[src/rtl/arcade_pkg.sv]
package arcade_pkg;

	localparam int ROM_ADDR_W = 17; // Byte address, 128 KiB image.
	localparam int ROM_WORDS = 2 ** (ROM_ADDR_W - 1);
	localparam int AUDIO_W = 16;
	localparam int AXIL_ADDR_W = 4;
	localparam int AXIL_DATA_W = 32;

	// Register offsets on the configuration bus.
	typedef enum logic [AXIL_ADDR_W-1:0] {
		REG_STATUS = 4'd0,
		REG_DSW = 4'd4,
		REG_MODE = 4'd8,
		REG_INFO = 4'd12
	} cfg_reg_e;

	typedef enum logic [1:0] {
		OKAY = 2'b00,
		SLVERR = 2'b10
	} axi_resp_e;

	typedef enum logic {
		W_IDLE,
		W_RESP
	} wr_state_e;

	typedef struct packed {
		logic awvalid;
		logic [AXIL_ADDR_W-1:0] awaddr;
		logic wvalid;
		logic [AXIL_DATA_W-1:0] wdata;
		logic [AXIL_DATA_W/8-1:0] wstrb;
		logic bready;
		logic arvalid;
		logic [AXIL_ADDR_W-1:0] araddr;
		logic rready;
	} axil_req_t;

	typedef struct packed {
		logic awready;
		logic wready;
		logic bvalid;
		axi_resp_e bresp;
		logic arready;
		logic rvalid;
		logic [AXIL_DATA_W-1:0] rdata;
		axi_resp_e rresp;
	} axil_rsp_t;

	typedef struct packed {
		logic soft_reset;
		logic [7:0] dsw0;
		logic [7:0] dsw1;
		logic four_ctrl;
	} cfg_t;

	typedef struct packed {
		logic active;
		logic wr;
		logic [ROM_ADDR_W-1:0] addr;
		logic [7:0] data;
	} dl_byte_t;

	typedef struct packed {
		logic en;
		logic [ROM_ADDR_W-2:0] addr; // Word address.
		logic [1:0] be;
		logic [15:0] data;
	} rom_wr_t;

	typedef struct packed {
		logic right;
		logic left;
		logic down;
		logic up;
		logic fire_a;
		logic fire_b;
		logic fire_c;
	} player_t;

	typedef struct packed {
		player_t [3:0] pl; // pl[0] is player 1.
		logic coin;
		logic start1;
		logic start2;
	} panel_t;

	typedef struct packed {
		logic [7:0] inp0;
		logic [7:0] inp1;
		logic [7:0] inp2;
	} inp_bytes_t;

endpackage
[src/rtl/audio_dac.sv]
`timescale 1ns/10ps

module audio_dac (
	input logic clk_sys,
	input logic rst,
	input logic [arcade_pkg::AUDIO_W-1:0] sample,
	output logic audio_out
);
	import arcade_pkg::*;

	logic [AUDIO_W-1:0] acc;
	logic [AUDIO_W:0] sum;

	assign sum = {1'b0, acc} + {1'b0, sample};

	// Carry out density tracks sample / 2**AUDIO_W.
	always_ff @(posedge clk_sys) begin
		if (rst) begin
			acc <= '0;
			audio_out <= 1'b0;
		end else begin
			acc <= sum[AUDIO_W-1:0];
			audio_out <= sum[AUDIO_W];
		end
	end

endmodule

[config.mk]
export PLATFORM = sky130hd
export DESIGN_NAME = audio_dac
export DESIGN_NICKNAME = d
export VERILOG_FILES = /design/src/rtl/arcade_pkg.sv /design/src/rtl/audio_dac.sv
export SDC_FILE = /design/constraint.sdc
export NUM_CORES = 1
export LEC_CHECK = 0
export BUFFER_PORTS_ARGS = -buffer_cell sky130_fd_sc_hd__clkbuf_2
export CAP_MARGIN = 20
export CORE_MARGIN = 1
export CORE_UTILIZATION = 34
export CTS_CLUSTER_SIZE = 10
export DETAILED_ROUTE_END_ITERATION = 10
export PLACE_DENSITY = 0.54
export SYNTH_ARGS = -nofsm -noshare
export SYNTH_HDL_FRONTEND = slang
export SYNTH_SLANG_ARGS = --single-unit
[constraint.sdc]
create_clock -name clk_sys -period 2.71 [get_ports clk_sys]
set_input_delay 0.271 -clock clk_sys [delete_from_list [all_inputs] [get_ports clk_sys]]
set_output_delay 0.271 -clock clk_sys [all_outputs]
set_load 0.005 [all_outputs]
==> results.py <==
metrics = {
    "route": {
        "viasPerCell": 4.89,
        "drc": 0,
        "post_drt_wl_per_cell_um": 11.5,
        "drt_iter0_markers": 33,
        "vias": 958,
        "antenna_left": 0,
        "first_pass_iters": 4,
        "routed_wl_mm": 2.26,
    },
    "clock_network": {
        "cts_sinks": 17,
        "hold_buffers": 0,
        "cts_buffer_depth": 2,
        "cts_tree": "yes",
        "numCtsBuffers": 3,
        "path_clk_slew_ns": 0.11,
        "insertion_delay_ns": 0.30,
        "cts_setup_buffers": 0,
        "cts_resized": 0,
        "root_buffer": "clkbuf_4",
        "h-tree-depth": 1,
    },
    "logic_synthesis": {
        "synthesis.instances": 132,
        "ys.flop_type": "dfxtp_1",
        "yosysSeqAreaShare": 0.284,
        "synth_nets": 167,
        "syn_area_um2": 1200,
        "synthArstFlopShare": 0,
        "syn_area_per_cell_um2": 9.07,
        "synth_cell_types": 39,
        "ys_warn_count": 0,
        "synth_edf_count": 0,
        "ys_seq_elements": 17,
    },
    "power": {
        "seq_power_share": 0.282,
        "power.leakage_nw": 0.615,
        "switching_share": 0.419,
        "pwr-share-clk": 0.105,
        "p_comb_frac": 0.613,
        "p_sw_mw": 0.571,
        "p_int_mw": 0.791,
        "vdd_drop_max_mv": 0.423,
        "power_density_nw_per_um2": 1000,
    },
    "grt": {
        "grt_usage": 0.134,
        "grt_max_degree": 23,
        "grt_overflow": 0,
        "antenna_found_initial": 0,
        "grt_pass1_vias": 881,
        "grt_first_pass_wirelength_mm": 3.71,
    },
    "timing": {
        "period_share": 0.823,
        "rsz0062_at_grt": "no",
        "min_period_ns": 2.23,
        "final-hold-violation-count": 0,
        "fin_tns_setup_ns": 0,
        "clock_skew_ns": 0.00752,
        "drv_slew": 0,
        "fmax_mhz": 448,
        "worst_pin_slew_ns": 0.438,
        "relSlewSlack": 0.705,
        "setup_viol": 0,
    },
    "run": {
        "maxCapViolCount": 0,
    },
    "finish": {
        "fin_util": 0.403,
        "syn2layout_area_growth_pct": 13.2,
        "drive_gt1_frac": 0.233,
        "fin_area_um2": 1360,
        "num-fill-cells": 353,
        "finalNetCount": 186,
        "multi_input_area_um2": 821,
        "n_antenna_cell": 0,
        "seqCellArea_um2": 340,
    },
    "floorplanning": {
        "fp.dieW_um": 61.3,
        "rows": 21,
        "die_area_um2": 3760,
        "ioPinCount": 19,
        "initial_utilization": 0.356,
        "die_h_um": 61.3,
        "core_area_um2": 3360,
    },
    "critical_path": {
        "worstPathArrival_ns": 2.42,
        "rr_worst_depth": 7,
        "cp-end-kind": "register",
        "crit_path_max_fanout": 5,
        "crit_start": "acc[0]",
        "reg2reg_to": "acc[14]",
        "r2r_slack_ns": 0.48,
        "startpoint_type": "register",
        "r2r_start": "acc[0]",
        "cp.required_ns": 2.90,
        "worstSetupPathType": "register to register",
        "endpoint": "acc[14]",
    },
    "placed_design": {
        "detailed_place.area_um2": 1330,
        "gp_congestion": 0.838,
        "dp_hpwl_mm": 1.80,
        "portBuffers": 18,
    },
    "min_path": {
        "holdCritPathClass": "input pin to register",
        "holdPathStages": 3,
    },
    "outcome": {
        "status": "complete, no violations",
    },
}
[metal layers]
metal,share of wire,vias up,routed length [um],track usage
met3,0.045,2,101,0.0441
met5,0,-,0,0
met1,0.50,429,1130,0.178
met4,0.0088,0,20,0.0381
li1,-,508,-,-
met2,0.45,19,1010,0.210
[per-stage QoR]
step / cells / total power [mW] / hold WS [ns] / worst slack, ns
2_1_floorplan: 132 / 1.08 / 0.488 / 0.602
3_3_place_gp: 192 / 1.22 / 0.542 / 0.434
3_5_place_dp: 192 / 1.23 / 0.575 / 0.401
4_1_cts: 196 / 1.38 / 0.308 / 0.457
5_1_grt: 196 / 1.49 / 0.313 / 0.318
6_report: 196 / 1.36 / 0.308 / 0.480
[cell usage in the layout, fill, tap and decap left out, types with 2 or more instances in the layout]
cell and instances:
a211oi_2 3, a21o_1 3, a21oi_1 10, clkbuf_2 18, clkbuf_4 3, dfxtp_1 17
ha_1 16, inv_1 5, mux2_1 3, nand2_1 8, nand3_1 4, nand4_1 2
nor2_1 19, nor2b_1 6, o21ai_0 2, o21ai_1 3, xnor2_1 4, xor2_1 4
[Yosys cell counts (2+ instances only)]
| cell type | n | area [um2] |
|---|---|---|
| a211oi_2 | 3 | 37.5 |
| a21o_1 | 3 | 22.5 |
| a21oi_1 | 10 | 50.1 |
| dfxtp_1 | 17 | 340 |
| ha_1 | 16 | 200 |
| inv_1 | 5 | 18.8 |
| mux2_1 | 3 | 33.8 |
| nand2_1 | 8 | 30.0 |
| nand3_1 | 4 | 20.0 |
| nand4_1 | 2 | 12.5 |
| nor2_1 | 19 | 71.3 |
| nor2b_1 | 6 | 37.5 |
| o21ai_0 | 2 | 10.0 |
| o21ai_1 | 3 | 15.0 |
| xnor2_1 | 4 | 35.0 |
| xor2_1 | 4 | 35.0 |
[kinds of logic (layout without fill, tap and decap cells)]
family | count (synthesis) | count (layout) | synth area share
muxes | 5 | 5 | 0.0502
DFF | 17 | 17 | 0.284
and+or+nand+nor | 43 | 43 | 0.167
adders and majority gates | 17 | 17 | 0.184
buffers and inverters | 9 | 27 | 0.0303
AOI/OAI and AO/OA | 33 | 33 | 0.226
xor gates and xnor gates | 8 | 8 | 0.0585
[how the worst min path moves through the flow]
stage,slack [ns],endpoint,startpoint
after detailed placement,0.58,acc[0],acc[0]
after floorplan,0.49,acc[9],rst
final,0.31,acc[0],sample[0]
after global routing,0.31,acc[0],sample[0]
after CTS,0.31,acc[0],sample[0]
after global placement,0.54,acc[0],acc[0]
[final cells by class]
cell class                 count  area share
sequential                    17       0.251
inverter                       5      0.0139
clock buffer                   3      0.0166
tap                           46      0.0425
clock inverter                 1     0.00369
timing repair buffer          18      0.0665
multi-input combinational    106       0.606
[critical path: stages, from the launching register on]
cell	delay [ns]
dfxtp_1	0.32
ha_1	0.22
fa_1	0.41
a21o_1	0.23
a221oi_4	0.34
nor2_2	0.08
a211oi_2	0.19
mux2_1	0.33
[power groups by stage]
stage | sequential, mW | combinational (mW) | clock, mW
after global placement | 0.389 | 0.832 | 0
after detailed placement | 0.393 | 0.834 | 0
final | 0.385 | 0.834 | 0.143
after CTS | 0.387 | 0.839 | 0.153
after floorplan | 0.384 | 0.698 | 0
after global routing | 0.394 | 0.933 | 0.168
[state kept, by name (all words and copies together), names as in the netlist]
name       cells
acc           16
audio_out      1
Power figures use the tool's default switching activity.
