**src/rtl/arcade_pkg.sv**
```systemverilog
package arcade_pkg;

	localparam int ROM_ADDR_W = 17; // Byte address, 128 KiB image.
	localparam int ROM_WORDS = 2 ** (ROM_ADDR_W - 1);
	localparam int AUDIO_W = 16;
	localparam int AXIL_ADDR_W = 4;
	localparam int AXIL_DATA_W = 32;

	// Register offsets on the configuration bus.
	typedef enum logic [AXIL_ADDR_W-1:0] {
		REG_STATUS = 4'd0,
		REG_DSW = 4'd4,
		REG_MODE = 4'd8,
		REG_INFO = 4'd12
	} cfg_reg_e;

	typedef enum logic [1:0] {
		OKAY = 2'b00,
		SLVERR = 2'b10
	} axi_resp_e;

	typedef enum logic {
		W_IDLE,
		W_RESP
	} wr_state_e;

	typedef struct packed {
		logic awvalid;
		logic [AXIL_ADDR_W-1:0] awaddr;
		logic wvalid;
		logic [AXIL_DATA_W-1:0] wdata;
		logic [AXIL_DATA_W/8-1:0] wstrb;
		logic bready;
		logic arvalid;
		logic [AXIL_ADDR_W-1:0] araddr;
		logic rready;
	} axil_req_t;

	typedef struct packed {
		logic awready;
		logic wready;
		logic bvalid;
		axi_resp_e bresp;
		logic arready;
		logic rvalid;
		logic [AXIL_DATA_W-1:0] rdata;
		axi_resp_e rresp;
	} axil_rsp_t;

	typedef struct packed {
		logic soft_reset;
		logic [7:0] dsw0;
		logic [7:0] dsw1;
		logic four_ctrl;
	} cfg_t;

	typedef struct packed {
		logic active;
		logic wr;
		logic [ROM_ADDR_W-1:0] addr;
		logic [7:0] data;
	} dl_byte_t;

	typedef struct packed {
		logic en;
		logic [ROM_ADDR_W-2:0] addr; // Word address.
		logic [1:0] be;
		logic [15:0] data;
	} rom_wr_t;

	typedef struct packed {
		logic right;
		logic left;
		logic down;
		logic up;
		logic fire_a;
		logic fire_b;
		logic fire_c;
	} player_t;

	typedef struct packed {
		player_t [3:0] pl; // pl[0] is player 1.
		logic coin;
		logic start1;
		logic start2;
	} panel_t;

	typedef struct packed {
		logic [7:0] inp0;
		logic [7:0] inp1;
		logic [7:0] inp2;
	} inp_bytes_t;

endpackage
```
**src/rtl/rom_loader.sv**
```systemverilog
`timescale 1ns/10ps

module rom_loader (
	input logic clk_sys,
	input logic rst,
	input arcade_pkg::dl_byte_t dl,
	input logic soft_reset,
	output arcade_pkg::rom_wr_t rom_wr,
	output logic rom_loaded,
	output logic core_reset
);
	import arcade_pkg::*;

	logic wr_last;
	logic active_last;
	logic wr_rise;

	assign wr_rise = dl.active && dl.wr && !wr_last;

	always_ff @(posedge clk_sys) begin
		if (rst) begin
			wr_last <= 1'b0;
			active_last <= 1'b0;
			rom_wr.en <= 1'b0;
			rom_loaded <= 1'b0;
			core_reset <= 1'b1; // Core held until an image is in.
		end else begin
			wr_last <= dl.wr;
			active_last <= dl.active;
			rom_wr.en <= wr_rise;
			if (active_last && !dl.active) rom_loaded <= 1'b1;
			core_reset <= soft_reset || !rom_loaded;
		end
	end

	// Low address bit picks the byte lane.
	always_ff @(posedge clk_sys) begin
		if (wr_rise) begin
			rom_wr.addr <= dl.addr[ROM_ADDR_W-1:1];
			rom_wr.be <= {dl.addr[0], !dl.addr[0]};
			rom_wr.data <= {dl.data, dl.data};
		end
	end

	a_single_write: assert property (@(posedge clk_sys) disable iff (rst)
		rom_wr.en |=> !rom_wr.en);

endmodule

```
**config.mk**
```make
export PLATFORM = sky130hd
export DESIGN_NAME = rom_loader
export DESIGN_NICKNAME = d
export VERILOG_FILES = /design/src/rtl/arcade_pkg.sv /design/src/rtl/rom_loader.sv
export SDC_FILE = /design/constraint.sdc
export NUM_CORES = 1
export LEC_CHECK = 0
export ABC_CLOCK_PERIOD_IN_PS = 2000
export BUFFER_PORTS_ARGS = -buffer_cell sky130_fd_sc_hd__buf_4
export CORE_UTILIZATION = 40
export CTS_CLUSTER_DIAMETER = 60
export DETAILED_ROUTE_END_ITERATION = 6
export PLACE_DENSITY = 0.77
export RECOVER_POWER = 50
export SYNTH_ARGS = -nofsm -noshare
export SYNTH_HDL_FRONTEND = slang
export SYNTH_SLANG_ARGS = --single-unit
```
**constraint.sdc**
```tcl
create_clock -name clk_sys -period 2 [get_ports clk_sys]
set_input_delay 0.2 -clock clk_sys [delete_from_list [all_inputs] [get_ports clk_sys]]
set_output_delay 0.2 -clock clk_sys [all_outputs]
set_load 0.02 [all_outputs]
```
==> impl_metrics.csv, run 1 <==
group,metric,value,unit
placed_design,gp_congestion,0.658,
pwr,powerDensity,804,mW/mm^2
finish,antennaDiodeCount,0,
global_route,gr-total-overflow,0,
finish,layout.cells.most_common,"clkbuf_4",
cts,h-tree-depth,2,
pwr,leakagePower,0.000586,uW
logic_synthesis,syn_inst,49,
critical_path,reg2reg_depth,2,
finish,final_nets,145,
logic_synthesis,syn_avg_cell_area,20.2,sq um
floorplan,dieWidth,51.8,microns
logic_synthesis,synth_area,991,sq um
cts,cts_buffers,5,
worst_hold_path,hold_class,"in2reg",
floorplan,core_area,0.00228,sq mm
floorplan,initial_core_util,0.435,
pwr,ir_worst_vdd,0.569,mV
finish,most-common-layout-cells,"clkbuf_4, edfxtp_1, buf_4, clkbuf_1, dfxtp_1",
routing,drt-total-wl,1570,microns
sta,final-setup-viol-count,0,
critical_path,critical-path-top-delay-family,"flip-flops",
status,status,"finished, final reports clean",
cts,ctsHoldBuffers,0,
floorplan,die-area,0.00268,sq mm
routing,drc,0,
critical_path,slowest_delay,0.35,ns
critical_path,start_kind,"flop",
global_route,grt_pass1_vias,589,
routing,viasPerCell,4.38,
cts,cts.clk_slew.worst_paths,0.08,ns
cts,cts_setup_buffers,0,
floorplan,io_pins,67,
cts,root_buffer,"clkbuf_4",
floorplan,rows,17,
placed_design,postPlaceCellArea,0.00147,sq mm
pwr,p_total,1170,uW
sta,worst_hold_slack,0.0689,ns
sta,report.final.hold_viol_count,0,
critical_path,crit_arrival,0.90,ns
job,maxCapViolCount,0,
sta,post-route-period-util,0.548,
critical_path,crit_fanout,2,
cts,clkLatencyLatePin,0.31,ns
logic_synthesis,synth_fp_nets,79,
logic_synthesis,yosysSeqAreaShare,0.889,
critical_path,cpMaxStageDelayCell,"dfxtp_1",
critical_path,worst-setup-path-type,"reg2out",
sta,finClkSkew,0.00292,ns
cts,cts_resized,0,
cts,cts_tree,"yes",
finish,nFillCells,180,
logic_synthesis,ys_seq_elements,31,
sta,finalCriticalPeriod,1.10,ns
cts,ctsLongestPathBuffers,2,
sta,rsz0062_at_grt,"no",
routing,vias,631,
floorplan,die_h,51.8,microns
logic_synthesis,ys_types,11,
finish,multi_input_area,45.0,sq um
finish,syn_to_final_growth,47.0,%
global_route,antenna_found_initial,0,
critical_path,path_cells,"clkbuf_1",
sta,tightest_slew,0.313,ns
sta,drv_slew,0,
routing,dr.pass1.iters,1,
finish,drive_gt1_frac,0.483,
worst_hold_path,holdPathStages,2,
finish,regArea,881,sq um
sta,maxSlewHeadroom,0.791,
routing,routedWlPerCell,10.9,microns
critical_path,crit_required,1.80,ns
logic_synthesis,yosysWarnings,0,
placed_design,portBuffers,66,
critical_path,path_buf_inv,1,
routing,drt-initial-drc-count,0,
sta,fin_setup_tns,0,ns
critical_path,path_depth,1,
global_route,grt_pass1_wl,2250,microns
routing,antenna_left,0,
sta,max_freq,913,MHz
placed_design,hpwlAfterDp,1220,microns
critical_path,cp-end-kind,"output port",
global_route,grt_max_degree,27,
finish,stdcell_area,0.00146,sq mm
global_route,grt_use_total,0.128,
cts,cts_sinks,31,
## where the power goes
group / total, uW / switching (uW) / internal (uW)
registers: 736 / 7.88 / 728
clock network: 311 / 181 / 130
logic: 123 / 64.6 / 58.7
total: 1170 / 254 / 917
## synthesized netlist by cell type
master | number | area share
a21oi_1 | 1 | 0.0050
buf_4 | 8 | 0.061
dfxtp_1 | 5 | 0.10
edfxtp_1 | 26 | 0.79
inv_1 | 2 | 0.0076
nand2_1 | 1 | 0.0038
nand2b_1 | 1 | 0.0063
nor2_1 | 1 | 0.0038
nor2b_1 | 2 | 0.013
nor3_1 | 1 | 0.0050
or3_1 | 1 | 0.0063
## final cells by class
type | count | area share
inverters | 2 | 0.00515
clock inverters | 2 | 0.00515
repair buffers | 67 | 0.302
well taps | 28 | 0.0241
multi-input cells | 8 | 0.0309
clock buffers | 6 | 0.0284
flip-flops and latches | 31 | 0.605
## registers in the layout, summed over array words and instances (netlist names)
name and flops:
core_reset 1, rom_wr 27, rom_loaded 1, wr_last 1, active_last 1
## per-layer routing
layer | part of all wire | track usage | wire length, microns
met1 | 0.32 | 0.108 | 507
met2 | 0.53 | 0.227 | 835
met3 | 0.12 | 0.0614 | 195
met4 | 0.021 | 0.0946 | 33
met5 | 0 | 0 | 0
## per-stage QoR
step / setup slack [ns] / instances / util
after floorplan: 0.175 / 49 / -
after global placement: 0.934 / 136 / 0.647
after detailed placement: 0.877 / 136 / 0.647
after CTS: 0.880 / 144 / 0.668
after global routing: 0.841 / 144 / 0.640
final: 0.905 / 144 / 0.640
## cells by family after synthesis
kind of cell,share of synthesized area
AO/OA/AOI/OAI,0.00505
buffers and inverters,0.0682
flip-flops,0.889
AND/OR/NAND/NOR,0.0379
## final timing paths
kind,startpoint,end,slack (ns)
max,rom_loaded,rom_loaded,0.90
min,rst,rom_loaded,0.07
max reg2reg,wr_last,rom_wr[10],0.93
min reg2reg,wr_last,rom_wr[34],0.46
Power figures use the tool's default switching activity.
==> inputs of run 2 (changes only) <==
ABC_CLOCK_PERIOD_IN_PS = 950   (was 2000)
CORE_UTILIZATION = 36   (was 40)
PLACE_DENSITY = 0.74   (was 0.77)
clock period = 0.95 ns   (was 2 ns; I/O delays follow)
==> impl_metrics.csv, run 2 (synthesis results as in run 1) <==
group,metric,value,unit
global_route,grt_use_total,0.157,
finish,stdcell_area,0.00197,sq mm
cts,h-tree-depth,2,
sta,worst_hold_slack,0.0353,ns
sta,drv_slew,0,
critical_path,critical-path-top-delay-family,"flip-flops",
placed_design,portBuffers,66,
sta,report.final.hold_viol_count,0,
pwr,ir_worst_vdd,1.25,mV
global_route,grt_pass1_vias,712,
floorplan,rows,18,
cts,root_buffer,"clkbuf_4",
global_route,grt_max_degree,22,
global_route,antenna_found_initial,0,
floorplan,initial_core_util,0.389,
sta,rsz0062_at_grt,"yes",
cts,cts_sinks,31,
finish,layout.cells.most_common,"buf_6",
critical_path,worst-setup-path-type,"reg2out",
sta,finalCriticalPeriod,0.997,ns
critical_path,slowest_delay,0.43,ns
cts,cts_setup_buffers,0,
pwr,powerDensity,1430,mW/mm^2
cts,cts_buffers,5,
critical_path,path_cells,"buf_6",
finish,most-common-layout-cells,"buf_6, dlygate4sd3_1, clkbuf_4, edfxtp_1, buf_4",
critical_path,reg2reg_depth,2,
global_route,gr-total-overflow,0,
finish,drive_gt1_frac,0.531,
sta,setup_ws,-0.0470,ns
routing,vias,746,
routing,viasPerCell,4.26,
worst_hold_path,holdPathStages,2,
cts,cts.clk_slew.worst_paths,0.08,ns
critical_path,path_depth,1,
sta,max_freq,1000,MHz
routing,drc,0,
finish,antennaDiodeCount,0,
sta,finClkSkew,0.00692,ns
critical_path,crit_required,0.85,ns
floorplan,dieWidth,54.5,microns
cts,ctsLongestPathBuffers,2,
floorplan,die-area,0.00297,sq mm
placed_design,postPlaceCellArea,0.00150,sq mm
worst_hold_path,hold_class,"in2reg",
critical_path,regToRegSetupSlack,0.03,ns
floorplan,core_area,0.00254,sq mm
critical_path,start_kind,"flop",
routing,antenna_left,0,
sta,maxSlewHeadroom,0.853,
critical_path,cp-end-kind,"output port",
pwr,leakagePower,0.000822,uW
critical_path,cpMaxStageDelayCell,"edfxtp_1",
status,status,"finished, violations left",
sta,post-route-period-util,1.05,
cts,clkLatencyLatePin,0.31,ns
floorplan,io_pins,67,
job,maxCapViolCount,0,
critical_path,crit_fanout,2,
routing,dr.pass1.iters,2,
critical_path,crit_arrival,0.90,ns
finish,syn_to_final_growth,98.5,%
finish,final_nets,174,
status,violations,"setup timing",
sta,final-setup-viol-count,20,
placed_design,gp_congestion,0.663,
routing,drt-initial-drc-count,5,
floorplan,die_h,54.5,microns
routing,routedWlPerCell,11.9,microns
routing,drt-total-wl,2070,microns
cts,cts_tree,"yes",
sta,tightest_slew,0.221,ns
global_route,grt_pass1_wl,3040,microns
finish,top_register,"rom_wr",
critical_path,path_buf_inv,1,
finish,largest_register_ffs,27,
-- run 2: cell count changes in the layout (fill, tap and decap cells not counted), sizes merged --
cell,previous run,this run
buf,24,45
clkbuf,49,31
clkinv,2,0
dlygate4sd3,0,28
-- run 2: cell type report --
cell class / instances / area, sq um
Tap cell: 30 / 37.5
Multi-Input combinational cell: 8 / 50.0
Clock buffer: 8 / 68.8
Sequential cell: 31 / 883
Fill cell: 164 / 578
Inverter: 2 / 7.51
Timing Repair Buffer: 96 / 920
-- run 2: metrics by stage --
stage / total power (uW) / std cells / util / setup WS (ns) / setup TNS, ns
finish: 2800 / 175 / 0.773 / -0.0470 / -0.607
floorplan: 1700 / 49 / - / -0.156 / -4.06
global placement: 1880 / 139 / 0.590 / 0.0531 / 0
CTS: 2830 / 175 / 0.770 / -0.0610 / -1.01
global route: 2940 / 175 / 0.773 / -0.102 / -2.06
detailed placement: 1890 / 139 / 0.590 / 0.0440 / 0
-- run 2: worst paths after layout --
kind	startpoint	endpoint
worst max-delay path	rom_wr[10]	rom_wr[10]
worst min-delay path	dl[26]	active_last
worst max register to register	wr_last	rom_wr[21]
worst min register to register	wr_last	rom_wr[34]
-- run 2: where the power goes --
part           switching, uW  total [uW]  internal, uW
Sequential              28.5        1560          1540
Clock                    389         824           435
Combinational            158         416           258
-- run 2: routing by layer --
| metal | global-route usage | up-vias | part of all wire |
|---|---|---|---|
| met5 | 0 | - | 0 |
| met4 | 0.0513 | 0 | 0.0077 |
| met3 | 0.0861 | 3 | 0.11 |
| met2 | 0.285 | 50 | 0.54 |
| met1 | 0.148 | 333 | 0.35 |
| li1 | - | 360 | - |
-- run 2: repair_timing --
action	in CTS	in global routing
gates resized for setup	29	3
hold buffers	28	0
endpoints found under the hold margin	30	0
setup endpoints to repair	33	39
