`src/rtl/arcade_pkg.sv`:
```
package arcade_pkg;

	localparam int ROM_ADDR_W = 17; // Byte address, 128 KiB image.
	localparam int ROM_WORDS = 2 ** (ROM_ADDR_W - 1);
	localparam int AUDIO_W = 16;
	localparam int AXIL_ADDR_W = 4;
	localparam int AXIL_DATA_W = 32;

	// Register offsets on the configuration bus.
	typedef enum logic [AXIL_ADDR_W-1:0] {
		REG_STATUS = 4'd0,
		REG_DSW = 4'd4,
		REG_MODE = 4'd8,
		REG_INFO = 4'd12
	} cfg_reg_e;

	typedef enum logic [1:0] {
		OKAY = 2'b00,
		SLVERR = 2'b10
	} axi_resp_e;

	typedef enum logic {
		W_IDLE,
		W_RESP
	} wr_state_e;

	typedef struct packed {
		logic awvalid;
		logic [AXIL_ADDR_W-1:0] awaddr;
		logic wvalid;
		logic [AXIL_DATA_W-1:0] wdata;
		logic [AXIL_DATA_W/8-1:0] wstrb;
		logic bready;
		logic arvalid;
		logic [AXIL_ADDR_W-1:0] araddr;
		logic rready;
	} axil_req_t;

	typedef struct packed {
		logic awready;
		logic wready;
		logic bvalid;
		axi_resp_e bresp;
		logic arready;
		logic rvalid;
		logic [AXIL_DATA_W-1:0] rdata;
		axi_resp_e rresp;
	} axil_rsp_t;

	typedef struct packed {
		logic soft_reset;
		logic [7:0] dsw0;
		logic [7:0] dsw1;
		logic four_ctrl;
	} cfg_t;

	typedef struct packed {
		logic active;
		logic wr;
		logic [ROM_ADDR_W-1:0] addr;
		logic [7:0] data;
	} dl_byte_t;

	typedef struct packed {
		logic en;
		logic [ROM_ADDR_W-2:0] addr; // Word address.
		logic [1:0] be;
		logic [15:0] data;
	} rom_wr_t;

	typedef struct packed {
		logic right;
		logic left;
		logic down;
		logic up;
		logic fire_a;
		logic fire_b;
		logic fire_c;
	} player_t;

	typedef struct packed {
		player_t [3:0] pl; // pl[0] is player 1.
		logic coin;
		logic start1;
		logic start2;
	} panel_t;

	typedef struct packed {
		logic [7:0] inp0;
		logic [7:0] inp1;
		logic [7:0] inp2;
	} inp_bytes_t;

endpackage
```
`src/rtl/arcade_cfg_regs.sv`:
```
`timescale 1ns/10ps

module arcade_cfg_regs (
	input logic clk_sys,
	input logic rst,
	input arcade_pkg::axil_req_t axil_req,
	output arcade_pkg::axil_rsp_t axil_rsp,
	output arcade_pkg::cfg_t cfg,
	input logic rom_loaded,
	input logic dl_active
);
	import arcade_pkg::*;

	wr_state_e wr_state;
	logic wr_take;
	logic wr_ok;
	axi_resp_e bresp;
	logic rvalid;
	logic [AXIL_DATA_W-1:0] rdata;
	axi_resp_e rresp;
	logic [AXIL_DATA_W-1:0] rd_data;
	axi_resp_e rd_resp;

	// Address and data are only taken together.
	assign wr_take = (wr_state == W_IDLE) && axil_req.awvalid && axil_req.wvalid;

	always_comb begin
		case (axil_req.awaddr)
			REG_STATUS, REG_DSW, REG_MODE: wr_ok = 1'b1;
			default: wr_ok = 1'b0; // INFO is read only.
		endcase
	end

	always_ff @(posedge clk_sys) begin
		if (rst) begin
			wr_state <= W_IDLE;
			cfg <= '0;
		end else begin
			case (wr_state)
				W_IDLE: if (wr_take) wr_state <= W_RESP;
				W_RESP: if (axil_req.bready) wr_state <= W_IDLE;
				default: wr_state <= W_IDLE;
			endcase
			if (wr_take) begin
				case (axil_req.awaddr)
					REG_STATUS: if (axil_req.wstrb[0]) cfg.soft_reset <= axil_req.wdata[0];
					REG_DSW: begin
						if (axil_req.wstrb[0]) cfg.dsw0 <= axil_req.wdata[7:0];
						if (axil_req.wstrb[1]) cfg.dsw1 <= axil_req.wdata[15:8];
					end
					REG_MODE: if (axil_req.wstrb[0]) cfg.four_ctrl <= axil_req.wdata[0];
					default: ;
				endcase
			end
		end
	end

	always_ff @(posedge clk_sys) begin
		if (wr_take) bresp <= wr_ok ? OKAY : SLVERR;
	end

	always_comb begin
		rd_data = '0;
		rd_resp = OKAY;
		case (axil_req.araddr)
			REG_STATUS: rd_data[0] = cfg.soft_reset;
			REG_DSW: rd_data[15:0] = {cfg.dsw1, cfg.dsw0};
			REG_MODE: rd_data[0] = cfg.four_ctrl;
			REG_INFO: rd_data[1:0] = {dl_active, rom_loaded};
			default: rd_resp = SLVERR;
		endcase
	end

	// One-deep read response.
	always_ff @(posedge clk_sys) begin
		if (rst) rvalid <= 1'b0;
		else if (axil_req.arvalid && !rvalid) rvalid <= 1'b1;
		else if (axil_req.rready) rvalid <= 1'b0;
	end

	always_ff @(posedge clk_sys) begin
		if (axil_req.arvalid && !rvalid) begin
			rdata <= rd_data;
			rresp <= rd_resp;
		end
	end

	assign axil_rsp.awready = wr_take;
	assign axil_rsp.wready = wr_take;
	assign axil_rsp.bvalid = (wr_state == W_RESP);
	assign axil_rsp.bresp = bresp;
	assign axil_rsp.arready = !rvalid;
	assign axil_rsp.rvalid = rvalid;
	assign axil_rsp.rdata = rdata;
	assign axil_rsp.rresp = rresp;

	a_bvalid_hold: assert property (@(posedge clk_sys) disable iff (rst)
		axil_rsp.bvalid && !axil_req.bready |=> axil_rsp.bvalid);
	a_rvalid_hold: assert property (@(posedge clk_sys) disable iff (rst)
		axil_rsp.rvalid && !axil_req.rready |=> axil_rsp.rvalid && $stable(axil_rsp.rdata));

endmodule

```
`config.mk`:
```
export PLATFORM = sky130hd
export DESIGN_NAME = arcade_cfg_regs
export DESIGN_NICKNAME = d
export VERILOG_FILES = /design/src/rtl/arcade_pkg.sv /design/src/rtl/arcade_cfg_regs.sv
export SDC_FILE = /design/constraint.sdc
export NUM_CORES = 1
export LEC_CHECK = 0
export BUFFER_PORTS_ARGS = -buffer_cell sky130_fd_sc_hd__buf_2
export CAP_MARGIN = 40
export CELL_PAD_IN_SITES_DETAIL_PLACEMENT = 1
export CELL_PAD_IN_SITES_GLOBAL_PLACEMENT = 1
export CORE_UTILIZATION = 33
export DETAILED_ROUTE_END_ITERATION = 6
export PLACE_DENSITY_LB_ADDON = 0.1
export SYNTH_ARGS = -nofsm -noshare
export SYNTH_HDL_FRONTEND = slang
export SYNTH_SLANG_ARGS = --single-unit
export TNS_END_PERCENT = 10
```
`constraint.sdc`:
```
create_clock -name clk_sys -period 4.8 [get_ports clk_sys]
set_input_delay 0.24 -clock clk_sys [delete_from_list [all_inputs] [get_ports clk_sys]]
set_output_delay 0.24 -clock clk_sys [all_outputs]
set_load 0.01 [all_outputs]
```
==> key figures, run 1 <==
Drt
  – TritonRoute pass-1 iters: 4
  – WL per Instance: 13.11 microns
  – Via Count: 1,311
  – Wirelength, routed: 3.907 mm
  – Post-route ant nets: 0
  – DRC viols: 0
  – Via density per instance: 4.399
  – 1st-iter DRT viols: 42

Layout
  – Design area: 2236 sq um
  – Commonest non-fill, non-tap cell in the layout: buf_2
  – Antenna Cells: 0
  – Most frequent cells in the layout: 75 x buf_2, 34 x nand2b_1, 20 x dfxtp_1, 19 x mux2i_1
  – Layout area overhead: 23.24%
  – Nets@finish: 280
  – Final non-filler cell total: 298
  – Fraction of layout cells with a size suffix above 1: 0.3816

Die
  – Die Span X: 76.15 microns
  – Core area: 5205 sq um
  – Die area: 5798 sq um
  – # IOs: 112
  – Row cnt: 26
  – Die height: 76.15 microns
  – Initial core utilization: 0.3486

Place
  – GPL Wtd Cong: 0.8059
  – Post-DP Area: 2127 sq um
  – Detailed placement HPWL: 2.912 mm
  – I/O Buffers: 75
  – Placed Cells: 290

Synth
  – Yosys warning count: 0
  – Asr flop ratio synth: 0
  – Average size of a mapped cell: 11.63 sq um
  – Synth Register Bits: 38
  – Cell Area, Synth: 1814 sq um
  – Post-Syn Instances: 156
  – Synth Flop Type: dfxtp_1
  – Register area share after synthesis: 0.5186
  – Number of synthesized flops with an enable pin: 18
  – Synth unique cells: 25

STA
  – Maximum clock frequency: 646.1 MHz
  – Max_slew headroom: 0.6296
  – Final worst-path cycle share: 0.3224
  – Unrepaired setup endpoints after global routing: no
  – Clock skew: 3.685 ps
  – Endpoints failing hold: 0
  – Slew @ Worst Pin: 555.6 ps
  – Final hold slack: 135.5 ps
  – Setup violators final: 0
  – Setup TNS: 0 ps
  – Fin. max-slew vios: 0
  – Clock period minus worst slack: 1548 ps

GRT
  – Initial antenna violation count: 0
  – Vias in the first global route: 1,316
  – Largest net degree at the start of global routing: 37
  – Global-route wire length before repair: 6.237 mm
  – Global router's overall resource usage: 0.1380
  – Total gr overflow: 0

Setup path
  – Worst r2r src: wr_state
  – Largest stage delay, worst path: 560 ps
  – Worst setup startpoint: wr_state
  – Slowest cell on the critical path: and3_1
  – Crit path DAT: 1760 ps
  – CP max FO: 8
  – CP Launch Type: flop
  – CP required: 5020 ps
  – CP endpoint kind: flop
  – Crit path kind: reg -> reg
  – Flop2flop setup slack: 3250 ps
  – CP Cell Sequence: and3b_1 > and3_1 > mux2i_1

Clock network
  – CTS Sinks: 38
  – Worst skew pair latency: 280 ps
  – CTS buffer count: 5
  – Post-CTS Setup Repair Bufs: 0
  – Clock-pin slew on the worst setup and hold paths: 80 ps
  – H-tree depth: 2
  – CTS root buf: clkbuf_8
  – Hold_buf cts: 0
  – Post-CTS sizing: 0
  – CTS tree: done
  – Max Buffers Root-to-Sink: 2

Run
  – Max cap viols: 0

Power and ir drop
  – PD cells: 303.1 nW/um^2
  – Leakage: 1.012 nW
  – Overall power: 0.6776 mW
  – VDD IR max: 0.0001301 V

Hold path
  – Min-delay src: axil_req[0]
  – Worst min-delay path class: in -> reg

Status
  – Status: complete, no violations
-- worst max-delay path, delay by kind of cell (launching register included) --
family	cells	cell delay, ps
AND/OR/NAND/NOR	2	910
flip-flops	1	320
multiplexers	1	240
-- cell families (layout without fill, tap and decap cells) --
logic type	Yosys count	in the layout	synth area share
other cells	1	18	0.002067
flops	38	38	0.5186
simple gates	63	63	0.2221
compound gates	3	3	0.01172
mux	20	20	0.1193
buf+inv	31	86	0.1262
-- area by class of cell --
class / count / area (sq um)
Fill cell: 610 / 2969
Tap cell: 70 / 87.58
Clock buffer: 5 / 68.82
Timing Repair Buffer: 76 / 382.9
Inverter: 2 / 7.507
Clock inverter: 3 / 40.04
Sequential cell: 38 / 940.9
Multi-Input combinational cell: 104 / 708.2
-- routing by layer --
layer	GRT usage	vias up	part of all wire
met4	0.06731	0	0.020
met1	0.1508	630	0.39
li1	-	623	-
met3	0.04192	7	0.064
met5	0	-	0
met2	0.2427	51	0.52
-- synthesized netlist by cell type, drive strengths merged, types with 2 or more instances --
master  count  share of area
and2       14          0.048
and3        2         0.0069
buf        26           0.12
clkbuf      3         0.0062
dfxtp      20           0.22
edfxtp     18           0.30
inv         2         0.0041
mux2i      19           0.10
nand2b     34           0.12
nor2        4         0.0097
nor2b       2         0.0069
-- power breakdown --
part / internal [mW] / total (mW) / switching, mW
Sequential: 0.348 / 0.351 / 0.00328
Combinational: 0.0277 / 0.0639 / 0.0362
Clock: 0.153 / 0.262 / 0.109
Total: 0.529 / 0.678 / 0.149
-- worst paths after layout --
kind / endpoint / depth (start not counted)
max: cfg[4] / 3
min: rvalid / 2
max reg2reg: cfg[4] / 3
min reg2reg: cfg[14] / 2
-- flip-flops by register name (all words and copies together) (netlist names) --
signal    flops
cfg          18
rdata        16
bresp         1
rvalid        1
rresp         1
wr_state      1
-- through the flow --
stage	setup WS (ps)	utilization
6_report	3252	0.4296
5_1_grt	3085	0.4296
4_1_cts	3226	0.4296
3_5_place_dp	3225	0.4087
3_3_place_gp	3274	0.4087
2_1_floorplan	3281	-
(Power assumes the default switching activity.)
==> run 2, diff against run 1 <==
CORE_UTILIZATION = 31   (was 33)
clock period = 1.6 ns   (was 4.8 ns; I/O delays follow)
==> key figures, run 2 (synthesized netlist as in run 1, its figures left out) <==
STA
  – Maximum clock frequency: 720.9 MHz
  – Setup TNS: 0 ps
  – Clock period minus worst slack: 1387 ps
  – Final hold slack: 44.37 ps
  – Final worst-path cycle share: 0.8669
  – Fin. max-slew vios: 0
  – Clock skew: 3.801 ps
  – Setup violators final: 0
  – Unrepaired setup endpoints after global routing: no
  – Endpoints failing hold: 0

Die
  – Row cnt: 27
  – Initial core utilization: 0.3255
  – Core area: 5574 sq um
  – Die Span X: 78.50 microns
  – Die area: 6162 sq um
  – # IOs: 112
  – Die height: 78.50 microns

Power and ir drop
  – Overall power: 2.047 mW
  – VDD IR max: 0.0003428 V
  – PD cells: 904.5 nW/um^2
  – Leakage: 1.028 nW

Run
  – Max cap viols: 0

Layout
  – Layout area overhead: 24.76%
  – Final non-filler cell total: 303
  – Nets@finish: 283
  – Biggest regs: cfg: 18 flops, rdata: 16 flops
  – Largest Register: cfg
  – Most frequent cells in the layout: 75 x buf_2, 34 x nand2b_1, 20 x dfxtp_1, 19 x mux2i_1
  – Fraction of layout cells with a size suffix above 1: 0.3853
  – Largest register FFs: 18
  – Commonest non-fill, non-tap cell in the layout: buf_2
  – Design area: 2263 sq um
  – Antenna Cells: 0

Clock network
  – CTS Sinks: 38
  – H-tree depth: 2
  – CTS tree: done
  – Post-CTS Setup Repair Bufs: 0
  – CTS buffer count: 5
  – Max Buffers Root-to-Sink: 2
  – Worst skew pair latency: 290 ps
  – Post-CTS sizing: 0
  – CTS root buf: clkbuf_8
  – Clock-pin slew on the worst setup and hold paths: 70 ps

GRT
  – Initial antenna violation count: 0
  – Global-route wire length before repair: 6.168 mm
  – Total gr overflow: 0
  – Global router's overall resource usage: 0.1328
  – Vias in the first global route: 1,257
  – Largest net degree at the start of global routing: 37

Setup path
  – Top Family by Delay on Critical Path: simple AND/OR/NAND/NOR gates
  – Crit path kind: reg -> reg
  – Slowest cell on the critical path: and3b_1
  – Largest stage delay, worst path: 360 ps
  – CP max FO: 8
  – CP Cell Sequence: and3b_1 > and3_1 > buf_4 > mux2i_1
  – CP required: 1810 ps
  – CP endpoint kind: flop
  – CP Launch Type: flop
  – Crit path DAT: 1600 ps
  – Worst path bufs/invs: 1

Drt
  – TritonRoute pass-1 iters: 3
  – Via density per instance: 4.205
  – WL per Instance: 12.94 microns
  – DRC viols: 0
  – Wirelength, routed: 3.922 mm
  – Via Count: 1,274
  – 1st-iter DRT viols: 56
  – Post-route ant nets: 0

Place
  – Detailed placement HPWL: 2.987 mm
  – Post-DP Area: 2145 sq um
  – I/O Buffers: 75
  – GPL Wtd Cong: 0.7497
  – Placed Cells: 294

Status
  – Status: complete, no violations

Hold path
  – Worst min-delay path class: in -> reg
-- run 2: cell count changes in the layout (fill, tap and decap cells not counted) --
cell           before  now
buf_4               1    3
dlygate4sd3_1       0    1
-- run 2: final timing paths --
check / start / to / slack [ps] / depth (start not counted)
setup / recovery: wr_state / cfg[12] / 210 / 4
hold / removal: axil_req[26] / cfg[8] / 40 / 3
setup reg to reg: wr_state / cfg[12] / 210 / 4
hold reg to reg: cfg[15] / cfg[15] / 490 / 2
-- run 2: worst min-delay path, cell delays in order --
cell and delay (ps):
buf_2 90, nand2b_1 60, mux2i_1 60
-- run 2: report_power, final --
part,switching (mW),internal (mW)
Combinational,0.106,0.0848
Clock,0.343,0.459
Sequential,0.00990,1.04
-- run 2: routing by layer --
metal | share of wire | vias up | GRT usage
met5 | 0 | - | 0
met4 | 0.017 | 0 | 0.05556
met3 | 0.068 | 7 | 0.04302
met2 | 0.53 | 54 | 0.2339
met1 | 0.39 | 588 | 0.1453
li1 | - | 625 | -
-- run 2: timing repair --
| item | CTS | global route |
|---|---|---|
| hold buffers | 1 | 0 |
| endpoints found under the setup margin | 0 | 0 |
| endpoints found under the hold margin | 1 | 0 |
-- run 2: metrics by stage --
step                      worst slack [ps]  utilization
after floorplan                      80.99            -
after global placement               284.8       0.3847
after detailed placement             241.6       0.3847
after CTS                            224.1       0.4061
after global routing                 91.31       0.4061
final                                212.9       0.4061
-- run 2: area by class of cell --
type                       instances  area, sq um
clock inverter                     3        40.04
timing repair buffer              79        407.9
sequential                        38        940.9
multi-input combinational        104        708.2
clock buffer                       5        68.82
fill                             662         3311
tap                               72        90.09
inverter                           2        7.507
