[config.mk]
export PLATFORM = sky130hd
export DESIGN_NAME = input_mapper
export DESIGN_NICKNAME = d
export VERILOG_FILES = /design/src/rtl/arcade_pkg.sv /design/src/rtl/input_mapper.sv
export SDC_FILE = /design/constraint.sdc
export NUM_CORES = 1
export LEC_CHECK = 0
export ABC_CLOCK_PERIOD_IN_PS = 1500
export BUFFER_PORTS_ARGS = -buffer_cell sky130_fd_sc_hd__buf_2
export CORE_UTILIZATION = 39
export CTS_CLUSTER_SIZE = 28
export DETAILED_ROUTE_END_ITERATION = 8
export PLACE_DENSITY = 0.82
export SLEW_MARGIN = 20
export SYNTH_ARGS = -nofsm -noshare
export SYNTH_HDL_FRONTEND = slang
export SYNTH_SLANG_ARGS = --single-unit
[constraint.sdc]
create_clock -name clk_sys -period 1.5 [get_ports clk_sys]
set_clock_uncertainty 0.1 [all_clocks]
set_input_delay 0.075 -clock clk_sys [delete_from_list [all_inputs] [get_ports clk_sys]]
set_output_delay 0.075 -clock clk_sys [all_outputs]
set_load 0.1 [all_outputs]
[src/rtl/arcade_pkg.sv]
package arcade_pkg;

	localparam int ROM_ADDR_W = 17; // Byte address, 128 KiB image.
	localparam int ROM_WORDS = 2 ** (ROM_ADDR_W - 1);
	localparam int AUDIO_W = 16;
	localparam int AXIL_ADDR_W = 4;
	localparam int AXIL_DATA_W = 32;

	// Register offsets on the configuration bus.
	typedef enum logic [AXIL_ADDR_W-1:0] {
		REG_STATUS = 4'd0,
		REG_DSW = 4'd4,
		REG_MODE = 4'd8,
		REG_INFO = 4'd12
	} cfg_reg_e;

	typedef enum logic [1:0] {
		OKAY = 2'b00,
		SLVERR = 2'b10
	} axi_resp_e;

	typedef enum logic {
		W_IDLE,
		W_RESP
	} wr_state_e;

	typedef struct packed {
		logic awvalid;
		logic [AXIL_ADDR_W-1:0] awaddr;
		logic wvalid;
		logic [AXIL_DATA_W-1:0] wdata;
		logic [AXIL_DATA_W/8-1:0] wstrb;
		logic bready;
		logic arvalid;
		logic [AXIL_ADDR_W-1:0] araddr;
		logic rready;
	} axil_req_t;

	typedef struct packed {
		logic awready;
		logic wready;
		logic bvalid;
		axi_resp_e bresp;
		logic arready;
		logic rvalid;
		logic [AXIL_DATA_W-1:0] rdata;
		axi_resp_e rresp;
	} axil_rsp_t;

	typedef struct packed {
		logic soft_reset;
		logic [7:0] dsw0;
		logic [7:0] dsw1;
		logic four_ctrl;
	} cfg_t;

	typedef struct packed {
		logic active;
		logic wr;
		logic [ROM_ADDR_W-1:0] addr;
		logic [7:0] data;
	} dl_byte_t;

	typedef struct packed {
		logic en;
		logic [ROM_ADDR_W-2:0] addr; // Word address.
		logic [1:0] be;
		logic [15:0] data;
	} rom_wr_t;

	typedef struct packed {
		logic right;
		logic left;
		logic down;
		logic up;
		logic fire_a;
		logic fire_b;
		logic fire_c;
	} player_t;

	typedef struct packed {
		player_t [3:0] pl; // pl[0] is player 1.
		logic coin;
		logic start1;
		logic start2;
	} panel_t;

	typedef struct packed {
		logic [7:0] inp0;
		logic [7:0] inp1;
		logic [7:0] inp2;
	} inp_bytes_t;

endpackage
[src/rtl/input_mapper.sv]
`timescale 1ns/10ps

module input_mapper (
	input logic clk_sys,
	input logic rst,
	input logic four_ctrl,
	input arcade_pkg::panel_t panel,
	output arcade_pkg::inp_bytes_t inp
);
	import arcade_pkg::*;

	inp_bytes_t inp_next;
	player_t p1;
	player_t p2;
	player_t p3;
	player_t p4;

	assign p1 = panel.pl[0];
	assign p2 = panel.pl[1];
	assign p3 = panel.pl[2];
	assign p4 = panel.pl[3];

	always_comb begin
		if (four_ctrl) begin
			// Directions only, one nibble per player.
			inp_next.inp0 = ~{p1.left, p1.right, p1.up, p1.down,
				p2.left, p2.right, p2.up, p2.down};
			inp_next.inp1 = ~{p3.left, p3.right, p3.up, p3.down,
				p4.left, p4.right, p4.up, p4.down};
			inp_next.inp2 = ~{p3.fire_a | p4.fire_a, p1.fire_a | p2.fire_a,
				panel.start2, panel.start1, 3'b000, panel.coin};
		end else begin
			inp_next.inp0 = ~{p1.left, p1.right, p1.up, p1.down,
				1'b0, p1.fire_b, p1.fire_a, p1.fire_c};
			inp_next.inp1 = ~{p2.left, p2.right, p2.up, p2.down,
				1'b0, p2.fire_b, p2.fire_a, p2.fire_c};
			inp_next.inp2 = ~{2'b00, panel.start2, panel.start1, 3'b000, panel.coin};
		end
	end

	always_ff @(posedge clk_sys) begin
		if (rst) inp <= '1; // Active low, nothing pressed.
		else inp <= inp_next;
	end

endmodule

==> results of run 1 <==
==> worst max-delay path: stages <==
cell	delay [ns]
dlygate4sd3_1	0.53
buf_2	0.13
o21ai_0	0.17
dlygate4sd3_1	0.57
==> logic make-up after synthesis <==
| kind of cell | after synthesis | share of synthesized area |
|---|---|---|
| compound gates | 2 | 0.0144 |
| buf+inv | 5 | 0.0540 |
| flops | 21 | 0.605 |
| mux | 10 | 0.144 |
| other cells | 1 | 0.00540 |
| simple gates | 20 | 0.177 |
==> path summary, 6_finish.rpt <==
kind / startpoint / end / depth (start not counted)
max: panel[12] / inp[6] / 4
min: panel[10] / inp[8] / 3
==> cell type report <==
| type | count | area [um^2] |
|---|---|---|
| Clock buffer | 4 | 26.3 |
| Fill cell | 119 | 465 |
| Multi-Input combinational cell | 35 | 244 |
| Sequential cell | 21 | 420 |
| Tap cell | 16 | 20.0 |
| Timing Repair Buffer | 65 | 400 |
==> through the flow <==
step                hold slack, ns   util  area (um^2)  power, W
floorplan                   0.0369      -          702  0.000935
global placement             0.143  0.593          935  0.000998
detailed placement           0.147  0.593          935   0.00100
finish                     0.00874  0.705         1110   0.00128
CTS                      0.0000355  0.705         1110   0.00129
global route                0.0117  0.705         1110   0.00134
==> routing by layer <==
layer | share of wire | global-route usage
met5 | 0 | 0
met4 | 0.0098 | 0.109
met3 | 0.067 | 0.0653
met2 | 0.54 | 0.335
met1 | 0.38 | 0.158
==> power by group through the flow <==
stage          registers, W  clock network [W]  logic (W)
6_report           0.000598           0.000255   0.000423
5_1_grt            0.000601           0.000297   0.000440
4_1_cts            0.000597           0.000271   0.000423
3_5_place_dp       0.000610                  0   0.000392
3_3_place_gp       0.000609                  0   0.000390
2_1_floorplan      0.000851                  0  0.0000832
==> cells in the mapped netlist <==
cell,number
buf_6,1
or2_1,9
o21ai_0,2
clkbuf_1,1
nand2b_1,7
mux2i_1,10
buf_4,3
nand2_1,2
and2b_2,1
conb_1,1
dfxtp_1,21
or2_2,1
==> impl_results.md, run 1 <==
* Io pins at 58
* GRT Total Usage at 0.179
* Mapped cell area at 694 um^2
* Vias in the first global route at 579
* Yosys warning count at 0
* Hold-fix buffers, CTS at 15
* Worst VDD drop at 0.000579 V
* First-pass GRT wire length at 2370 um
* CTS sink cnt at 21
* Root Buffer: clkbuf_4
* CP required at 1.64 ns
* Largest area contributor in the synthesized netlist: dfxtp_1
* WL per Instance at 10.8 um
* Sw Ratio at 0.378
* Layout area overhead at 60.0%
* Critical path type: input port to flop
* Syn Inst Count at 59
* RSZ-0062 raised after global routing: no
* Crit Path Max Fanout at 2
* Number of clock buffers inserted by TritonCTS at 3
* Combinational power share at 0.332
* Clk pin slew, worst setup/hold paths at 0.10 ns
* Leakage at 0.539 nW
* ANT nets after route at 0
* Row Count at 14
* Biggest regs: inp x21
* Internal power at 0.000793 W
* Max FFs per register at 21
* Fmax at 748 MHz
* Initial DRC count at 7
* Synth area leaders: dfxtp_1, mux2i_1, or2_1
* Final Hold Violating Endpoints at 0
* Core Region at 0.00158 mm^2
* Post CTS Setup Buffer Count at 0
* Placed Cells incl. Taps at 122
* Most common cell after layout, fill and taps aside: buf_2
* Share of layout cells above drive strength 1 at 0.440
* Die area at 0.00195 mm^2
* Largest net degree at the start of global routing at 19
* DR pass1 iterations at 5
* H-tree depth at 1
* Antenna diodes at 0
* Die height at 44.2 um
* Crit share post-route at 0.891
* Status: finished, final reports clean
* Synthesized area per cell at 11.8 um^2
* Initial Util at 0.440
* Vias per cell at 4.43
* Clock network fraction of design power at 0.200
* Setup TNS at 0 ns
* Post-layout minimum cycle time at 1.34 ns
* Setup crit start kind: input port
* Most frequent cells in the layout: buf_2, dfxtp_1, dlygate4sd3_1
* Sequential fraction of the synthesis area at 0.605
* Die Span X at 44.2 um
* Post-route DRC at 0
* Hold Crit Class: input port to flop
* Vias at 624
* Sequential power share at 0.468
* # resized after CTS at 0
* I/O Buffers at 50
* CP arrival at 1.47 ns
* Routability cong. at 0.613
* Top reg by flops: inp
* Worst Setup Slack, final at 0.164 ns
* Pwr dens at 1150 mW/mm^2
* CP Capture Type: flop
* Flops & latches, synth at 21
* Post-synthesis cell type count at 12
* Pre-CTS setup slack at 0.543 ns
* Final Setup Violations at 0
* Top cell type's share of synthesized area at 0.605
* Net count, final at 160
* Clock Path Buffers at 2
* Initial antenna violation count at 0
* TritonCTS clock tree: done
* Total wire length at 1530 um
* Psw at 0.000482 W
* Max cap viols at 0
* Slew Limit Fails at 0
* Total congestion overflow at 0
* Final Instance Count excl. Fillers at 141
Power figures use the tool's default switching activity.
==> inputs of run 2 (changes only) <==
--- a/config.mk
+++ b/config.mk
@@ -7,7 +7,9 @@
 export LEC_CHECK = 0
 export ABC_CLOCK_PERIOD_IN_PS = 1500
 export BUFFER_PORTS_ARGS = -buffer_cell sky130_fd_sc_hd__buf_2
-export CORE_UTILIZATION = 39
+export CELL_PAD_IN_SITES_DETAIL_PLACEMENT = 1
+export CELL_PAD_IN_SITES_GLOBAL_PLACEMENT = 2
+export CORE_UTILIZATION = 21
 export CTS_CLUSTER_SIZE = 28
 export DETAILED_ROUTE_END_ITERATION = 8
 export PLACE_DENSITY = 0.82
==> impl_results.md, run 2 (synthesized netlist as in run 1, its figures left out) <==
* Post-layout minimum cycle time at 1.39 ns (+0.0494 ns)
* M1 WL at 674 um (+16%)
* Row Count at 20 (+6)
* Critical path's top delay family: buffers and inverters
* Vias per cell at 3.84 (-13%)
* Critical path type: input port to flop
* Post-route DRC at 0 (unchanged)
* Register area at 420 um^2 (unchanged)
* Most frequent cells in the layout: buf_2, dfxtp_1, dlygate4sd3_1
* H-tree depth at 1 (unchanged)
* Die Span X at 59.5 um (+35%)
* DR pass1 iterations at 3 (-2)
* Total congestion overflow at 0 (unchanged)
* Post-DP HPWL at 1220 um
* Leakage at 0.548 nW (+1.5%)
* Net count, final at 162 (+1.3%)
* WL per Instance at 10.8 um (-0.49%)
* Final Instance Count excl. Fillers at 171 (+21%)
* CP required at 1.59 ns (-0.05 ns)
* Largest net degree at the start of global routing at 19 (unchanged)
* Crit-path most repeated cell: dlygate4sd3_1
* TritonCTS clock tree: done
* Antenna diodes at 0 (unchanged)
* CP Capture Type: flop
* Vias in the first global route at 651 (+12%)
* DR WL met3 at 211 um (+110%)
* Vias at 656 (+5.1%)
* Clk pin slew, worst setup/hold paths at 0.11 ns (about the same)
* I/O Buffers at 50 (unchanged)
* CTS sink cnt at 21 (unchanged)
* Pwr dens at 1100 mW/mm^2 (-3.9%)
* Share of layout cells above drive strength 1 at 0.433 (-0.00693)
* Layout area overhead at 67.9%
* Slew Limit Fails at 0 (unchanged)
* Worst VDD drop at 0.000251 V (-57%)
* Final Hold Violating Endpoints at 0 (unchanged)
* Max cap viols at 0 (unchanged)
* GRT Total Usage at 0.111 (-0.0673)
* Top reg by flops: inp
* CP arrival at 1.48 ns (about the same)
* Filler Cells Inserted at 384 (+220%)
* Crit Path Max Fanout at 1 (-1)
* Io pins at 58 (unchanged)
* Die height at 59.5 um (+35%)
* CP max-delay cell: dlygate4sd3_1
* Number of clock buffers inserted by TritonCTS at 3 (unchanged)
* Max FFs per register at 21 (unchanged)
* Footprint of the multi-input gates at 244 um^2 (unchanged)
* RSZ-0062 raised after global routing: no
* Fmax at 722 MHz (-3.6%)
* Critical path buffers and inverters at 3 (unchanged)
* Initial Util at 0.224 (-0.217)
* Most common cell after layout, fill and taps aside: buf_2
* ANT nets after route at 0 (unchanged)
* Hold Crit Class: input port to flop
* # resized after CTS at 0 (unchanged)
* Root Buffer: clkbuf_4
* Total wire length at 1840 um (+21%)
* Status: finished, final reports clean
* Post CTS Setup Buffer Count at 0 (unchanged)
* Final core utilization at 0.376 (-0.329)
* Tot Pwr at 0.00129 W (+0.85%)
* Crit share post-route at 0.924 (+0.0330)
* Core Region at 0.00310 mm^2 (+97%)
* First-pass GRT wire length at 2800 um (+18%)
* Routability cong. at 0.601 (-2.0%)
* Initial DRC count at 27 (+20)
* Cell Chain, Critical Path: dlygate4sd3_1 -> buf_2 -> mux2i_1 -> dlygate4sd3_1 -> or2_1
* Setup crit start kind: input port
* Hold-fix buffers, CTS at 16 (+1)
* Die area at 0.00354 mm^2 (+81%)
* Clock Path Buffers at 2 (unchanged)
* Setup TNS at 0 ns (unchanged)
* DR WL met2 at 945 um (+14%)
* Initial antenna violation count at 0 (unchanged)
* Highest Signal Layer: met4
* Final Setup Violations at 0 (unchanged)
* Slowest Stage Delay on Critical Path at 0.55 ns (-0.02 ns)
* Biggest regs: inp x21
* Placed Cells incl. Taps at 150 (+23%)
[run 2: final timing paths]
path / to / from / slack, ns / cells after the start
max: inp[8] / panel[10] / 0.11 / 5
min: inp[10] / panel[11] / 0.009 / 3
[run 2: metal layers]
metal	vias to the layer above	GRT usage
li1	316	-
met3	2	0.0371
met1	295	0.110
met5	-	0
met4	0	0.0598
met2	43	0.204
[run 2: cell type report]
class | count | area share
Timing Repair Buffer | 67 | 0.361
Tap cell | 44 | 0.0472
Clock buffer | 4 | 0.0225
Multi-Input combinational cell | 35 | 0.209
Sequential cell | 21 | 0.361
[run 2: stage by stage]
step	hold WS (ns)	worst slack (ns)	area [um^2]
2_1_floorplan	0.0369	0.416	702
3_3_place_gp	0.144	0.538	970
3_5_place_dp	0.150	0.513	970
4_1_cts	0.000239	0.129	1160
5_1_grt	0.00647	0.0854	1170
6_report	0.00937	0.114	1170
[run 2: power by group]
| group | total (W) | switching (W) | internal [W] | leakage, nW |
|---|---|---|---|---|
| clock network | 0.000258 | 0.000155 | 0.000103 | 0.0150 |
| registers | 0.000597 | 0.00000703 | 0.000590 | 0.175 |
| logic | 0.000431 | 0.000327 | 0.000104 | 0.357 |
[run 2: tightest hold or removal path, delay by kind of cell]
kind,cells,cell delay [ns]
buffers and inverters,1,0.09
multiplexers,1,0.10
AND/OR/NAND/NOR,1,0.10
==> inputs of run 3 (changes only) <==
--- a/config.mk
+++ b/config.mk
@@ -7,7 +7,7 @@
 export LEC_CHECK = 0
 export ABC_CLOCK_PERIOD_IN_PS = 1500
 export BUFFER_PORTS_ARGS = -buffer_cell sky130_fd_sc_hd__buf_2
-export CELL_PAD_IN_SITES_DETAIL_PLACEMENT = 1
+export CELL_PAD_IN_SITES_DETAIL_PLACEMENT = 2
 export CELL_PAD_IN_SITES_GLOBAL_PLACEMENT = 2
 export CORE_UTILIZATION = 21
 export CTS_CLUSTER_SIZE = 28
==> impl_results.md, run 3 (synthesized netlist as in run 1, its figures left out) <==
* Final Hold Violating Endpoints at 0 (unchanged)
* Final hold slack at 0.000994 ns (-0.00838 ns)
* Clock Path Buffers at 2 (unchanged)
* WL per Instance at 13.6 um (+26%)
* Net count, final at 161 (-0.62%)
* Setup crit start kind: input port
* Row Count at 20 (unchanged)
* Critical path type: input port to flop
* I/O Buffers at 50 (unchanged)
* Fmax at 709 MHz (-1.8%)
* Top reg by flops: inp
* RSZ-0062 raised after global routing: no
* Placed Cells incl. Taps at 150 (unchanged)
* Post-layout minimum cycle time at 1.41 ns (+0.0248 ns)
* # resized after CTS at 0 (unchanged)
* Vias in the first global route at 717 (+10%)
* GRT Total Usage at 0.144 (+0.0322)
* Pwr dens at 1120 mW/mm^2 (+1.5%)
* Layout area overhead at 66.5%
* Most common cell after layout, fill and taps aside: buf_2
* CTS sink cnt at 21 (unchanged)
* DR pass1 iterations at 2 (-1)
* Total wire length at 2310 um (+25%)
* Share of layout cells above drive strength 1 at 0.437 (+0.00344)
* Hold depth at 3 (unchanged)
* Clk pin slew, worst setup/hold paths at 0.11 ns (about the same)
* Core Region at 0.00310 mm^2 (unchanged)
* Max FFs per register at 21 (unchanged)
* Biggest regs: inp x21
* Antenna diodes at 0 (unchanged)
* Vias at 673 (+2.6%)
* Post CTS Setup Buffer Count at 0 (unchanged)
* Total congestion overflow at 0 (unchanged)
* First-pass GRT wire length at 3580 um (+28%)
* Final core utilization at 0.373 (-0.00322)
* Initial DRC count at 7 (-74%)
* Largest net degree at the start of global routing at 19 (unchanged)
* Final Setup Violations at 0 (unchanged)
* Tot Pwr at 0.00129 W (+0.64%)
* Setup TNS at 0 ns (unchanged)
* Max cap viols at 0 (unchanged)
* Hold endpoint: inp[18]
* Die Span X at 59.5 um (unchanged)
* Slew Limit Fails at 0 (unchanged)
* Hold-fix buffers, CTS at 16 (unchanged)
* Hold Crit Class: input port to flop
* Leakage at 0.543 nW (-0.76%)
* Initial Util at 0.224 (unchanged)
* Crit Path Max Fanout at 1 (unchanged)
* Final Instance Count excl. Fillers at 170 (-0.58%)
* CP required at 1.60 ns (about the same)
* H-tree depth at 1 (unchanged)
* Status: finished, final reports clean
* Die height at 59.5 um (unchanged)
* CP Capture Type: flop
* Post-DP HPWL at 1340 um (+10%)
* ANT nets after route at 0 (unchanged)
* Die area at 0.00354 mm^2 (unchanged)
* Io pins at 58 (unchanged)
* Most frequent cells in the layout: buf_2, dfxtp_1, dlygate4sd3_1
* Vias per cell at 3.96 (+3.2%)
* TritonCTS clock tree: done
* Routability cong. at 0.601 (unchanged)
* Worst Hold Launch: panel[4]
* Worst VDD drop at 0.000313 V (+25%)
* Post-route DRC at 0 (unchanged)
* Root Buffer: clkbuf_4
* Number of clock buffers inserted by TritonCTS at 3 (unchanged)
* Initial antenna violation count at 0 (unchanged)
* CP arrival at 1.51 ns (+0.03 ns)
* Crit share post-route at 0.940 (+0.0165)
[run 3: area by class of cell]
type                       count  area [um^2]
sequential                    21          420
fill                         363         1950
timing repair buffer          66          410
multi-input combinational     35          244
tap                           44         55.1
clock buffer                   4         26.3
[run 3: worst max path at each step]
stage,start,endpoint,slack (ns),cells after the start
4_1_cts,panel[11],inp[10],0.12,5
5_1_grt,panel[11],inp[10],0.05,5
3_3_place_gp,four_ctrl,inp[18],0.54,3
3_5_place_dp,four_ctrl,inp[18],0.51,3
6_report,panel[11],inp[10],0.09,5
2_1_floorplan,inp[0],inp[0],0.42,0
[run 3: stage by stage]
stage | setup slack, ns | area (um^2)
after floorplan | 0.416 | 702
after global placement | 0.538 | 970
after detailed placement | 0.506 | 970
after CTS | 0.121 | 1160
after global routing | 0.0520 | 1160
final | 0.0895 | 1160
[run 3: power by group]
part | total [W] | internal [W] | leakage, nW | switching (W)
Combinational | 0.000435 | 0.000103 | 0.353 | 0.000332
Sequential | 0.000600 | 0.000590 | 0.175 | 0.00000937
Clock | 0.000260 | 0.000103 | 0.0150 | 0.000157
Total | 0.00129 | 0.000796 | 0.543 | 0.000498
[run 3: critical path: stages]
cell	delay (ns)
dlygate4sd3_1	0.52
buf_2	0.10
mux2i_1	0.05
dlygate4sd3_1	0.56
or2_1	0.20
[run 3: metal layers]
| metal | GRT usage | part of all wire | vias to the layer above | routed length [um] |
|---|---|---|---|---|
| met3 | 0.0306 | 0.092 | 2 | 213 |
| met2 | 0.257 | 0.49 | 43 | 1120 |
| met4 | 0.0598 | 0.0056 | 0 | 13 |
| met1 | 0.164 | 0.42 | 312 | 960 |
| li1 | - | - | 316 | - |
| met5 | 0 | 0 | - | 0 |
